**src/common/pmu_pkg.sv**
```systemverilog
package pmu_pkg;

	// number of switch segments in each generic domain chain
	localparam int SW_STAGES = 3;

	typedef enum logic [2:0] {
		PMU_ACTIVE   = 3'd0,
		PMU_UP_IO    = 3'd1,
		PMU_UP_MRAM  = 3'd2,
		PMU_UP_MEM   = 3'd3,
		PMU_UP_UDMA  = 3'd4,
		PMU_UP_LOGIC = 3'd5,
		PMU_SLEEP    = 3'd6
	} pmu_state_e;

	typedef struct packed {
		logic [27:0] reserved;
		logic        pd_mram;
		logic        pd_l2;
		logic        pd_io;
		logic        retentive;
	} pmu_mode_t;

	// one bit per domain, lgc is the logic domain
	typedef struct packed {
		logic io;
		logic mram;
		logic mem;
		logic udma;
		logic lgc;
	} pd_vec_t;

	typedef struct packed {
		logic        wen;
		logic        pmu_en;
		logic [31:0] scratch;
		pmu_mode_t   mode;
	} pmu_reg_wr_t;

	typedef struct packed {
		logic [31:0] scratch;
		pmu_mode_t   mode;
	} pmu_reg_rd_t;

	typedef struct packed {
		logic [SW_STAGES-1:0] lgc;
		logic [SW_STAGES-1:0] mem;
		logic [SW_STAGES-1:0] io;
		logic [SW_STAGES-1:0] udma;
	} pd_sw_t;

	// active low domain resets
	typedef struct packed {
		logic lgc;
		logic udma;
		logic ram_rom;
	} pd_rstn_t;

	typedef struct packed {
		logic vdd;
		logic vdda;
		logic vref;
		logic porb;
		logic rstb;
		logic retb;
		logic trim;
		logic dpd;
		logic ceb_high;
	} mram_pins_t;

endpackage

```
**src/pmu/mram_pg_ctrl.sv**
```systemverilog
`timescale 1ns/1ps

module mram_pg_ctrl #(
	parameter int MRAM_STEP_CYCLES = 4
) (
	input  logic                clk_i,
	input  logic                rstn_i,
	input  logic                power_i,
	output pmu_pkg::mram_pins_t pins_o,
	output logic                done_o
);

	localparam int DWELL_W = (MRAM_STEP_CYCLES > 1) ? $clog2(MRAM_STEP_CYCLES) : 1;
	localparam logic [DWELL_W-1:0] DWELL_LAST = DWELL_W'(MRAM_STEP_CYCLES - 1);
	localparam logic [3:0] STEP_LAST = 4'd9;

	logic [3:0]         step_q;
	logic [DWELL_W-1:0] dwell_q;
	logic               done_q;
	logic [3:0]         target;
	logic               at_target;

	assign target    = power_i ? STEP_LAST : 4'd0;
	assign at_target = (step_q == target);

	// a reversed request walks back from whatever step was reached
	always_ff @(posedge clk_i or negedge rstn_i) begin
		if (!rstn_i) begin
			step_q  <= '0;
			dwell_q <= '0;
			done_q  <= 1'b0;
		end else begin
			if (!at_target)
				done_q <= 1'b0;
			if (at_target && done_q) begin
				dwell_q <= '0;
			end else if (dwell_q == DWELL_LAST) begin
				dwell_q <= '0;
				if (at_target)
					done_q <= 1'b1;
				else if (power_i)
					step_q <= step_q + 4'd1;
				else
					step_q <= step_q - 4'd1;
			end else begin
				dwell_q <= dwell_q + 1'b1;
			end
		end
	end

	// step k has moved the first k pins of the list to their on level
	always_comb begin
		pins_o.dpd      = (step_q < 4'd1);
		pins_o.vdd      = (step_q >= 4'd2);
		pins_o.vdda     = (step_q >= 4'd3);
		pins_o.vref     = (step_q >= 4'd4);
		pins_o.porb     = (step_q >= 4'd5);
		pins_o.rstb     = (step_q >= 4'd6);
		pins_o.retb     = (step_q >= 4'd7);
		pins_o.trim     = (step_q >= 4'd8);
		pins_o.ceb_high = (step_q < STEP_LAST);
	end

	// the last pin also gets a full dwell before done
	assign done_o = done_q && at_target;

endmodule

```
**src/pmu/pd_ctrl.sv**
```systemverilog
`timescale 1ns/1ps

module pd_ctrl (
	input  logic                          clk_i,
	input  logic                          rstn_i,
	input  logic                          power_i,
	output logic [pmu_pkg::SW_STAGES-1:0] sw_en_o,
	input  logic [pmu_pkg::SW_STAGES-1:0] sw_ack_i,
	output logic                          iso_o,
	output logic                          rstn_o,
	output logic                          clk_en_o,
	output logic                          done_o
);

	localparam int IDX_W = (pmu_pkg::SW_STAGES > 1) ? $clog2(pmu_pkg::SW_STAGES) : 1;
	localparam logic [IDX_W-1:0] IDX_LAST = IDX_W'(pmu_pkg::SW_STAGES - 1);

	typedef enum logic [2:0] {
		PD_OFF,
		PD_SW_UP,
		PD_ISO_REL,
		PD_CLK_ON,
		PD_ON,
		PD_ISO_SET,
		PD_RST_SET,
		PD_SW_DOWN
	} pd_phase_e;

	pd_phase_e        phase_q;
	logic [IDX_W-1:0] idx_q;

	// reset lands in the down walk so done waits until segment 0 is seen off
	always_ff @(posedge clk_i or negedge rstn_i) begin
		if (!rstn_i) begin
			phase_q  <= PD_SW_DOWN;
			idx_q    <= '0;
			sw_en_o  <= '0;
			iso_o    <= 1'b1;
			rstn_o   <= 1'b0;
			clk_en_o <= 1'b0;
		end else begin
			case (phase_q)
				PD_OFF: begin
					if (power_i) begin
						sw_en_o[0] <= 1'b1;
						idx_q      <= '0;
						phase_q    <= PD_SW_UP;
					end
				end
				PD_SW_UP: begin
					if (!power_i) begin
						sw_en_o[idx_q] <= 1'b0;
						phase_q        <= PD_SW_DOWN;
					end else if (sw_ack_i[idx_q]) begin
						if (idx_q == IDX_LAST) begin
							rstn_o  <= 1'b1;
							phase_q <= PD_ISO_REL;
						end else begin
							sw_en_o[idx_q + 1'b1] <= 1'b1;
							idx_q                 <= idx_q + 1'b1;
						end
					end
				end
				PD_ISO_REL: begin
					iso_o   <= 1'b0;
					phase_q <= PD_CLK_ON;
				end
				PD_CLK_ON: begin
					clk_en_o <= 1'b1;
					phase_q  <= PD_ON;
				end
				PD_ON: begin
					if (!power_i) begin
						clk_en_o <= 1'b0;
						phase_q  <= PD_ISO_SET;
					end
				end
				PD_ISO_SET: begin
					iso_o   <= 1'b1;
					phase_q <= PD_RST_SET;
				end
				PD_RST_SET: begin
					rstn_o            <= 1'b0;
					sw_en_o[IDX_LAST] <= 1'b0;
					idx_q             <= IDX_LAST;
					phase_q           <= PD_SW_DOWN;
				end
				PD_SW_DOWN: begin
					if (power_i) begin
						sw_en_o[idx_q] <= 1'b1;
						phase_q        <= PD_SW_UP;
					end else if (!sw_ack_i[idx_q]) begin
						if (idx_q == '0) begin
							phase_q <= PD_OFF;
						end else begin
							sw_en_o[idx_q - 1'b1] <= 1'b0;
							idx_q                 <= idx_q - 1'b1;
						end
					end
				end
				default: phase_q <= PD_SW_DOWN;
			endcase
		end
	end

	assign done_o = power_i ? (phase_q == PD_ON) : (phase_q == PD_OFF);

	assert property (@(posedge clk_i) disable iff (!rstn_i) clk_en_o |-> !iso_o);

endmodule

```
**src/pmu/pmu_sequencer.sv**
```systemverilog
`timescale 1ns/1ps

module pmu_sequencer (
	input  logic               clk_i,
	input  logic               rstn_i,
	input  logic               sleeping_i,
	input  pmu_pkg::pmu_mode_t mode_i,
	input  pmu_pkg::pd_vec_t   done_i,
	output pmu_pkg::pd_vec_t   req_o
);

	pmu_pkg::pmu_state_e state_q;
	pmu_pkg::pmu_state_e state_d;
	pmu_pkg::pd_vec_t    sleep_set;

	always_ff @(posedge clk_i or negedge rstn_i) begin
		if (!rstn_i) begin
			state_q <= pmu_pkg::PMU_SLEEP;
		end else begin
			state_q <= state_d;
		end
	end

	// wake order is io, mram, mem, udma, logic
	always_comb begin
		state_d = state_q;
		case (state_q)
			pmu_pkg::PMU_SLEEP: begin
				if (!sleeping_i && (&done_i))
					state_d = pmu_pkg::PMU_UP_IO;
			end
			pmu_pkg::PMU_UP_IO: begin
				if (done_i.io)
					state_d = pmu_pkg::PMU_UP_MRAM;
			end
			pmu_pkg::PMU_UP_MRAM: begin
				if (done_i.mram)
					state_d = pmu_pkg::PMU_UP_MEM;
			end
			pmu_pkg::PMU_UP_MEM: begin
				if (done_i.mem)
					state_d = pmu_pkg::PMU_UP_UDMA;
			end
			pmu_pkg::PMU_UP_UDMA: begin
				if (done_i.udma)
					state_d = pmu_pkg::PMU_UP_LOGIC;
			end
			pmu_pkg::PMU_UP_LOGIC: begin
				if (done_i.lgc)
					state_d = pmu_pkg::PMU_ACTIVE;
			end
			pmu_pkg::PMU_ACTIVE: begin
				if (sleeping_i)
					state_d = pmu_pkg::PMU_SLEEP;
			end
			default: state_d = pmu_pkg::PMU_SLEEP;
		endcase
	end

	// retention set kept alive during sleep
	always_comb begin
		sleep_set.io   = mode_i.retentive && !mode_i.pd_io;
		sleep_set.mram = mode_i.retentive && !mode_i.pd_mram;
		sleep_set.mem  = mode_i.retentive && !mode_i.pd_l2;
		sleep_set.udma = sleep_set.mram || sleep_set.mem;
		sleep_set.lgc  = 1'b0;
	end

	// domains not yet reached keep their sleep level
	always_comb begin
		req_o = sleep_set;
		case (state_q)
			pmu_pkg::PMU_ACTIVE: begin
				req_o.io   = 1'b1;
				req_o.mram = !mode_i.pd_mram;
				req_o.mem  = 1'b1;
				req_o.udma = 1'b1;
				req_o.lgc  = 1'b1;
			end
			pmu_pkg::PMU_UP_IO: begin
				req_o.io = 1'b1;
			end
			pmu_pkg::PMU_UP_MRAM: begin
				req_o.io   = 1'b1;
				req_o.mram = 1'b1;
			end
			pmu_pkg::PMU_UP_MEM: begin
				req_o.io   = 1'b1;
				req_o.mram = 1'b1;
				req_o.mem  = 1'b1;
			end
			pmu_pkg::PMU_UP_UDMA: begin
				req_o.io   = 1'b1;
				req_o.mram = 1'b1;
				req_o.mem  = 1'b1;
				req_o.udma = 1'b1;
			end
			pmu_pkg::PMU_UP_LOGIC: begin
				req_o.io   = 1'b1;
				req_o.mram = 1'b1;
				req_o.mem  = 1'b1;
				req_o.udma = 1'b1;
				req_o.lgc  = 1'b1;
			end
			default: begin
				req_o = sleep_set;
			end
		endcase
	end

	// logic must never be powered before the io ring is up
	assert property (@(posedge clk_i) disable iff (!rstn_i) req_o.lgc |-> done_i.io);

endmodule

```
**src/rtl/pmu_regs.sv**
```systemverilog
`timescale 1ns/1ps

module pmu_regs (
	input  logic                 clk_i,
	input  logic                 rstn_i,
	input  pmu_pkg::pmu_reg_wr_t reg_wr_i,
	input  logic                 wakeup_i,
	output pmu_pkg::pmu_reg_rd_t reg_rd_o,
	output logic                 sleeping_o
);

	// scratch and mode registers, read back directly
	always_ff @(posedge clk_i or negedge rstn_i) begin
		if (!rstn_i) begin
			reg_rd_o <= '0;
		end else if (reg_wr_i.wen) begin
			reg_rd_o.scratch <= reg_wr_i.scratch;
			reg_rd_o.mode    <= reg_wr_i.mode;
		end
	end

	// awake until a write carries pmu_en, asleep until the timer fires
	always_ff @(posedge clk_i or negedge rstn_i) begin
		if (!rstn_i) begin
			sleeping_o <= 1'b0;
		end else if (!sleeping_o) begin
			sleeping_o <= reg_wr_i.wen && reg_wr_i.pmu_en;
		end else if (wakeup_i) begin
			sleeping_o <= 1'b0;
		end
	end

	// sleep only ever starts from a software write
	assert property (@(posedge clk_i) disable iff (!rstn_i)
		$rose(sleeping_o) |-> $past(reg_wr_i.wen && reg_wr_i.pmu_en));

endmodule

```
**src/rtl/pmu_top.sv**
```systemverilog
`timescale 1ns/1ps

module pmu_top #(
	parameter int TICK_CYCLES      = 32,
	parameter int MRAM_STEP_CYCLES = 4
) (
	input  logic                 clk_i,
	input  logic                 rstn_i,
	input  pmu_pkg::pmu_reg_wr_t reg_wr_i,
	output pmu_pkg::pmu_reg_rd_t reg_rd_o,
	output logic                 pg_rstn_o,
	output pmu_pkg::pd_sw_t      sw_en_o,
	input  pmu_pkg::pd_sw_t      sw_ack_i,
	output pmu_pkg::pd_rstn_t    pd_rstn_o,
	output pmu_pkg::pd_vec_t     pd_iso_o,
	output pmu_pkg::pd_vec_t     pd_clk_en_o,
	output pmu_pkg::mram_pins_t  mram_o
);

	logic             sleeping;
	logic             wakeup;
	pmu_pkg::pd_vec_t req;
	pmu_pkg::pd_vec_t done;

	assign pg_rstn_o        = !sleeping;
	assign pd_iso_o.mram    = 1'b0;
	assign pd_clk_en_o.mram = done.mram;

	pmu_regs u_regs (
		.clk_i      (clk_i),
		.rstn_i     (rstn_i),
		.reg_wr_i   (reg_wr_i),
		.wakeup_i   (wakeup),
		.reg_rd_o   (reg_rd_o),
		.sleeping_o (sleeping)
	);

	wakeup_timer #(.TICK_CYCLES(TICK_CYCLES)) u_timer (
		.clk_i      (clk_i),
		.rstn_i     (rstn_i),
		.sleeping_i (sleeping),
		.scratch_i  (reg_rd_o.scratch),
		.wakeup_o   (wakeup)
	);

	pmu_sequencer u_seq (
		.clk_i      (clk_i),
		.rstn_i     (rstn_i),
		.sleeping_i (sleeping),
		.mode_i     (reg_rd_o.mode),
		.done_i     (done),
		.req_o      (req)
	);

	pd_ctrl u_pd_logic (
		.clk_i (clk_i), .rstn_i (rstn_i), .power_i (req.lgc),
		.sw_en_o (sw_en_o.lgc), .sw_ack_i (sw_ack_i.lgc),
		.iso_o (pd_iso_o.lgc), .rstn_o (pd_rstn_o.lgc),
		.clk_en_o (pd_clk_en_o.lgc), .done_o (done.lgc)
	);

	pd_ctrl u_pd_mem (
		.clk_i (clk_i), .rstn_i (rstn_i), .power_i (req.mem),
		.sw_en_o (sw_en_o.mem), .sw_ack_i (sw_ack_i.mem),
		.iso_o (pd_iso_o.mem), .rstn_o (pd_rstn_o.ram_rom),
		.clk_en_o (pd_clk_en_o.mem), .done_o (done.mem)
	);

	// io ring reset stays unconnected
	pd_ctrl u_pd_io (
		.clk_i (clk_i), .rstn_i (rstn_i), .power_i (req.io),
		.sw_en_o (sw_en_o.io), .sw_ack_i (sw_ack_i.io),
		.iso_o (pd_iso_o.io), .rstn_o (),
		.clk_en_o (pd_clk_en_o.io), .done_o (done.io)
	);

	pd_ctrl u_pd_udma (
		.clk_i (clk_i), .rstn_i (rstn_i), .power_i (req.udma),
		.sw_en_o (sw_en_o.udma), .sw_ack_i (sw_ack_i.udma),
		.iso_o (pd_iso_o.udma), .rstn_o (pd_rstn_o.udma),
		.clk_en_o (pd_clk_en_o.udma), .done_o (done.udma)
	);

	mram_pg_ctrl #(.MRAM_STEP_CYCLES(MRAM_STEP_CYCLES)) u_pd_mram (
		.clk_i   (clk_i),
		.rstn_i  (rstn_i),
		.power_i (req.mram),
		.pins_o  (mram_o),
		.done_o  (done.mram)
	);

endmodule

```
**src/rtl/wakeup_timer.sv**
```systemverilog
`timescale 1ns/1ps

module wakeup_timer #(
	parameter int TICK_CYCLES = 32
) (
	input  logic        clk_i,
	input  logic        rstn_i,
	input  logic        sleeping_i,
	input  logic [31:0] scratch_i,
	output logic        wakeup_o
);

	localparam int PRE_W = (TICK_CYCLES > 1) ? $clog2(TICK_CYCLES) : 1;
	localparam logic [PRE_W-1:0] PRE_LAST = PRE_W'(TICK_CYCLES - 1);

	logic [PRE_W-1:0] pre_q;
	logic [31:0]      tick_cnt_q;
	logic             tick;

	assign tick = (pre_q == PRE_LAST);

	// prescaler only runs during sleep
	always_ff @(posedge clk_i or negedge rstn_i) begin
		if (!rstn_i) begin
			pre_q <= '0;
		end else if (!sleeping_i || tick) begin
			pre_q <= '0;
		end else begin
			pre_q <= pre_q + 1'b1;
		end
	end

	always_ff @(posedge clk_i or negedge rstn_i) begin
		if (!rstn_i) begin
			tick_cnt_q <= '0;
		end else if (!sleeping_i) begin
			tick_cnt_q <= '0;
		end else if (tick) begin
			tick_cnt_q <= tick_cnt_q + 32'd1;
		end
	end

	assign wakeup_o = (tick_cnt_q >= scratch_i);

endmodule

```
**config.mk**
```make
export PLATFORM = sky130hd
export DESIGN_NAME = pmu_top
export DESIGN_NICKNAME = d
export VERILOG_FILES = /design/src/common/pmu_pkg.sv /design/src/pmu/mram_pg_ctrl.sv /design/src/pmu/pd_ctrl.sv /design/src/pmu/pmu_sequencer.sv /design/src/rtl/pmu_regs.sv /design/src/rtl/pmu_top.sv /design/src/rtl/wakeup_timer.sv
export SDC_FILE = /design/constraint.sdc
export NUM_CORES = 1
export LEC_CHECK = 0
export ABC_CLOCK_PERIOD_IN_PS = 2200
export BUFFER_PORTS_ARGS = -buffer_cell sky130_fd_sc_hd__buf_4
export CAP_MARGIN = 20
export CORE_ASPECT_RATIO = 0.7
export CORE_MARGIN = 1.5
export CORE_UTILIZATION = 46
export CTS_CLUSTER_DIAMETER = 100
export DETAILED_ROUTE_END_ITERATION = 8
export GPL_TIMING_DRIVEN = 1
export PLACE_DENSITY = 0.71
export SLEW_MARGIN = 20
export SYNTH_ARGS = -nofsm -noshare
export SYNTH_HDL_FRONTEND = slang
export SYNTH_SLANG_ARGS = --single-unit
```
**constraint.sdc**
```tcl
create_clock -name clk_i -period 2.2 [get_ports clk_i]
set_input_delay 0.44 -clock clk_i [delete_from_list [all_inputs] [get_ports clk_i]]
set_output_delay 0.44 -clock clk_i [all_outputs]
set_load 0.03 [all_outputs]
```
* Word level (Yosys, flattened, before mapping) *
Index checks and enable logic that the tools add are counted.

word-level totals
  input port bits = 80
  logic and storage cells = 514
  output and inout bits = 99
  bits in registers = 155

operators by class
  add/sub/neg operators = 13
  order comparisons = 34
  equal/unequal tests = 108
  reduce and logical (&&, ||, !) cells = 95
  mux-type cells = 194
  bitwise logic cells = 26

operators by type and width
  operator                                                                              count
  3-bit 2-to-1 mux                                                                      63
  3-bit case mux with 8 select lines                                                    4
  32-bit 2-to-1 mux                                                                     2
  2-bit 2-to-1 mux                                                                      30
  3-bit == test (second input constant)                                                 19
  6-bit AND reduction                                                                   8
  1-bit 2-to-1 mux                                                                      47
  5-bit AND reduction                                                                   9
  2-bit by 1-bit inequality test with 1-bit output (second input constant)              22
  2-bit inequality test (second input constant)                                         21
  2-bit by 3-bit less-than comparator with 1-bit output (second input constant)         12
  3-bit inequality test (second input constant)                                         12
  32-bit by 1-bit adder with 32-bit output (second input constant)                      1
  32-bit greater-or-equal comparator                                                    1
  1-bit case mux with 2 select lines                                                    16
  2-bit case mux with 4 select lines                                                    4
  8-bit AND reduction                                                                   4
  3-bit by 2-bit == test with 1-bit output (second input constant)                      10
  2-bit nonzero test                                                                    15
  3-bit bitwise AND                                                                     8
  1-bit demux with 2-bit select                                                         12
  2-bit by 1-bit greater-or-equal comparator with 1-bit output (second input constant)  12
  3-bit by 2-bit inequality test with 1-bit output (second input constant)              8
  3-bit inverter                                                                        8
  other kinds (37)                                                                      122

* Depth between registers and ports, before layout *
  depth after elaboration = 11
  depth in mapped cells = 11
  mapped depth without buffers = 9

* Cells and area by module *
Synthesis repeated with hierarchy kept, for this count alone.

second synthesis, totals
  cell total of the unflattened synthesis = 1,008
  area, all modules = 10,378.7 um^2

modules (own cells, without submodules)
  module                 area each (um^2)  sequential area each (um^2)  times used  cells an instance
  pd_ctrl (u_pd_io ...)  1,026.0           280.3                        3           118
  wakeup_timer           2,693.8           925.9                        1           291
  pmu_regs               2,617.5           1,626.6                      1           138
  pd_ctrl (u_pd_udma)    1,029.7           280.3                        1           120
  mram_pg_ctrl           558.0             175.2                        1           51
  pmu_sequencer          379.1             77.6                         1           50
  pmu_top                22.5              0.0                          1           4

* Least setup slack after synthesis *
Ideal clock, no wire load.

  path kind = register to output
  from = register u_regs.reg_rd_o[0] (netlist name)
  to = output pd_clk_en_o[3] (netlist bit)
  path slack = -0.104 ns
  data required time = 1.760 ns
  stages on the path, launching flop included = 7
  arrival time = 1.864 ns
  buffers on the path = 1
  cell sequence = dfrtp_1 o21ba_2 o22ai_2 ha_1 nand2_1 nor3b_2 buf_4

between the ends
  longest elaborated chain between the ends = 5

ends and longest elaborated chain
  element                             line                 RTL
  1-bit logical AND                   pmu_sequencer.sv:63  sleep_set.mram = mode_i.retentive && !mode_i.pd_mram;
  1-bit case mux with 2 select lines  pmu_sequencer.sv:72  case (state_q)
  4-bit 2-to-1 mux                    mram_pg_ctrl.sv:23   assign target = power_i ? STEP_LAST : 4'd0;
  4-bit == test                       mram_pg_ctrl.sv:24   assign at_target = (step_q == target);
  1-bit logical AND                   mram_pg_ctrl.sv:65   assign done_o = done_q && at_target;
  end, declared                       pmu_top.sv:16        output pmu_pkg::pd_vec_t pd_clk_en_o,

No other way between the ends.

==> impl_metrics.csv <==
group,metric,value,unit
grt,track_usage,0.220,
worst_setup_path,timing.critical_path.to_type,"primary output",
final_layout,final_nets,1300,
worst_setup_path,worst_path_max_delay_cell,"dfstp_2",
clock_tree,cts_tree,"yes",
drt,ant_nets,0,
worst_setup_path,r2r_slack,20,ps
drt,post-route-drc-count,0,
die,die_x,171,um
synth,netlist_area,9080,sq um
synth,synth.largest_area_cell,"dfrtp_1",
power_and_ir_drop,cell_internal_pwr,8.15,mW
worst_setup_path,timing.critical_path.mode_cell,"buf_6",
place,hpwlAfterDp,15800,um
power_and_ir_drop,ir_worst_vdd,0.567,mV
clock_tree,cts_htree_levels,4,
timing,rsz_0062_raised_after_global_routing,"true",
clock_tree,cts_inserted_buffers,17,
drt,detailroute.via_count,7621,
clock_tree,clk_pin_slew_worst_paths,70,ps
status,failed_checks,"negative setup slack",
synth,total_of_flip_flops_plus_latches_after_synthesis,155,
die,rows,42,
clock_tree,clk_latency,430,ps
timing,period_minus_ws_final,2440,ps
worst_setup_path,cp_slowest_stage_delay,580,ps
timing,final-setup-viol-count,1,
synth,yosysSeqAreaShare,0.429,
timing,timing.fmax,410,MHz
die,initial_core_util,0.475,
synth,postSynth.asyncResetShare,1.00,
timing,finClkSkew,13.7,ps
place,placement.cell_area,10800,sq um
power_and_ir_drop,power,13.9,mW
synth,postSynthNetCount,1090,
synth,syn_avg_cell_area,9.57,sq um
grt,grt_overflow,0,
power_and_ir_drop,power.net_switching,5.75,mW
synth,yosys_warnings,0,
synth,dominantRegCellSynth,"dfrtp_1",
hold_path,worstHoldPathType,"primary input to register",
synth,synth_enable_flop_cells,0,
final_layout,fill_cells,1643,
drt,met3RoutedLength,1130,um
die,dieHeight,121,um
worst_setup_path,start_kind,"register",
synth,synthDistinctLibCells,75,
power_and_ir_drop,seq_power_share,0.308,
power_and_ir_drop,share_clk_of_total_power,0.212,
place,instance_count_after_placement_with_tap_cells_included,1375,
final_layout,drive_above_1_share,0.340,
power_and_ir_drop,p_comb_frac,0.480,
clock_tree,clock_sink_count,155,
timing,hold_viol,0,
die,die_area,20600,sq um
synth,synth_cells,949,
final_layout,instances_no_fill,1436,
timing,worst_case_setup_margin_in_the_final_layout,-239,ps
place,finalWeightedCongestion,0.907,
timing,final.period_utilization,1.11,
worst_setup_path,path_max_fanout,5,
clock_tree,number_of_buffers_on_the_longest_clock_path,2,
drt,drt-vias-per-instance,5.31,
drt,totalWireLength,22000,um
timing,report.final.slew_viol_count,0,
drt,first_iter_violations,558,
drt,met1_length,11100,um
power_and_ir_drop,power.share.switching,0.414,
grt,grt_first_pass_wirelength,36100,um
power_and_ir_drop,power-per-cell-area,1170,nW/um^2
job,cap_violations,0,
clock_tree,root_buffer,"clkbuf_16",
final_layout,layout-area-overhead-vs-synth,30.8,%
synth,synth.top_cells.by_area,"dfrtp_1 38%, ha_1 8.4%, dfstp_2 5.2%",
drt,wire_per_inst,15.3,um
worst_setup_path,critical_path_arrival,2000,ps
grt,first_global_vias,7157,
die,top_level_ports,179,
drt,drt_pre_antenna_iters,5,
synth,yosysTopAreaCellShare,0.377,
grt,maximum_number_of_pins_on_one_net_before_global_route_repair,96,
grt,antenna_found_initial,0,
final_layout,final_design_area_no_fill,11900,sq um
worst_setup_path,timing_worst_setup_path_type,"register to primary output",
drt,top_layer_used,"met4",
worst_setup_path,critical_path_s_top_delay_family,"flip-flops",
die,core,19100,sq um
power_and_ir_drop,total_leakage_power,5.55,nW
drt,metal2_wl,9630,um
status,run_status,"complete, but fails checks",
worst_setup_path,worstPathRequired,1760,ps
worst_setup_path,critical_path.cell_chain,"and2_4, o22ai_4, buf_6, xor2_4, nor3b_4, buf_6",
final_layout,antenna_fix_cells,0,
worst_setup_path,worst-path-buf-inv,2,
place,buffer_ports.inserted,177,
## cell type report
type / count / area (sq um) / area share
tap: 264 / 330 / 0.0278
sequential: 155 / 3910 / 0.329
inverter: 63 / 236 / 0.0199
clock inverter: 14 / 155 / 0.0131
clock buffer: 18 / 439 / 0.0370
timing repair buffer: 248 / 1910 / 0.161
multi-input combinational: 674 / 4910 / 0.413
## synthesized netlist by cell type, drive strengths merged (5+ instances only)
| cell | count |
|---|---|
| dfrtp | 137 |
| o21ai | 82 |
| nand2 | 80 |
| nor2 | 80 |
| inv | 62 |
| ha | 61 |
| a21oi | 52 |
| mux2 | 40 |
| buf | 29 |
| clkbuf | 28 |
| xnor2 | 22 |
| dfstp | 18 |
| nand3 | 18 |
| mux2i | 17 |
| xor2 | 17 |
| a21o | 14 |
| nand4 | 13 |
| nor3 | 13 |
| a31oi | 12 |
| o31ai | 12 |
| and2 | 11 |
| and3 | 10 |
| nor2b | 9 |
| o22ai | 8 |
| or2 | 8 |
| or3 | 8 |
| a211oi | 7 |
| a22oi | 7 |
| nand2b | 7 |
| o41ai | 6 |
| a22o | 5 |
## repair_timing
| action | 4_1_cts | 5_1_grt |
|---|---|---|
| endpoints found under the hold margin | 41 | 0 |
| pin swaps | 4 | 21 |
| endpoints found under the setup margin | 4 | 30 |
| hold buffers | 1 | 0 |
| buffers inserted | 5 | 24 |
| gates resized for setup | 7 | 46 |
## cell usage in the layout, fill, tap and decap left out, drive strengths merged, types with 5 or more instances in the layout
| cell type | n |
|---|---|
| nand3 | 18 |
| a22o | 5 |
| a211oi | 7 |
| dfrtp | 137 |
| nand2b | 7 |
| clkinv | 7 |
| buf | 247 |
| o31ai | 12 |
| inv | 69 |
| nor3 | 13 |
| nor2 | 80 |
| a22oi | 7 |
| o22ai | 8 |
| or3 | 8 |
| a31oi | 12 |
| and2 | 11 |
| mux2 | 40 |
| nand2 | 80 |
| or2 | 8 |
| xnor2 | 22 |
| dfstp | 18 |
| xor2 | 17 |
| a21oi | 52 |
| nor2b | 9 |
| o41ai | 6 |
| o21ai | 82 |
| a21o | 14 |
| mux2i | 17 |
| clkbuf | 18 |
| ha | 61 |
| nand4 | 13 |
| and3 | 10 |
## final timing paths
| check | depth (start not counted) | startpoint | to |
|---|---|---|---|
| max | 6 | u_seq.state_q[2]$_DFFE_PN1P_ | pd_clk_en_o[3] |
| min in group asynchronous | 2 | rstn_i | u_pd_mram.step_q[3]$_DFFE_PN0P_ |
| min reg2reg | 1 | u_pd_mram.dwell_q[0]$_DFF_PN0_ | u_pd_mram.dwell_q[0]$_DFF_PN0_ |
| max reg2reg | 9 | u_seq.state_q[2]$_DFFE_PN1P_ | u_pd_mram.step_q[3]$_DFFE_PN0P_ |
| min | 3 | reg_wr_i[49] | u_regs.reg_rd_o[49]$_DFFE_PN0P_ |
| max in group asynchronous | 3 | rstn_i | u_pd_logic.phase_q[0]$_DFFE_PN1P_ |
## metrics by stage
stage / setup WS, ps / util / hold slack [ps] / TNS (ps)
6_report: -239 / 0.621 / 215 / -239
5_1_grt: -303 / 0.621 / 213 / -640
4_1_cts: -246 / 0.600 / 204 / -246
3_5_place_dp: -18.3 / 0.564 / 409 / -20.6
3_3_place_gp: 50.5 / 0.564 / 410 / 0
2_1_floorplan: 9.66 / - / 144 / 0
## power by group through the flow
| stage | logic, mW | clock network (mW) | registers, mW |
|---|---|---|---|
| after floorplan | 4.23 | 0 | 4.35 |
| after global placement | 6.01 | 0 | 4.29 |
| after detailed placement | 6.09 | 0 | 4.31 |
| after CTS | 6.22 | 3.02 | 4.26 |
| after global routing | 7.33 | 3.16 | 4.40 |
| final | 6.67 | 2.94 | 4.29 |
## worst min-delay path, delay by kind of cell
family          cells  cell delay (ps)
simple gates        1               40
compound gates      1               60
buf+inv             1               80
## state kept, by name, indices dropped and copies added (netlist names), 2 cells and up
signal / cells
u_pd_io.idx_q: 2
u_pd_io.phase_q: 3
u_pd_io.sw_en_o: 3
u_pd_logic.idx_q: 2
u_pd_logic.phase_q: 3
u_pd_logic.sw_en_o: 3
u_pd_mem.idx_q: 2
u_pd_mem.phase_q: 3
u_pd_mem.sw_en_o: 3
u_pd_mram.dwell_q: 2
u_pd_mram.step_q: 4
u_pd_udma.idx_q: 2
u_pd_udma.phase_q: 3
u_pd_udma.sw_en_o: 3
u_regs.reg_rd_o: 64
u_seq.state_q: 3
u_timer.pre_q: 5
u_timer.tick_cnt_q: 32
## routing by layer
layer	GRT usage	vias to the layer above
li1	-	3756
met1	0.334	3659
met2	0.322	192
met3	0.0363	14
met4	0.0587	0
met5	0	-
## kinds of logic after synthesis
| family | Yosys count | synth area share |
|---|---|---|
| AND/OR/NAND/NOR | 273 | 0.148 |
| AO/OA/AOI/OAI | 243 | 0.173 |
| flip-flops | 155 | 0.429 |
| buffers and inverters | 120 | 0.0591 |
| adder cells (fa/ha/maj) | 61 | 0.0840 |
| multiplexers | 57 | 0.0683 |
| XOR/XNOR | 39 | 0.0376 |
| other | 1 | 0.000413 |
Power figures use the tool's default switching activity.
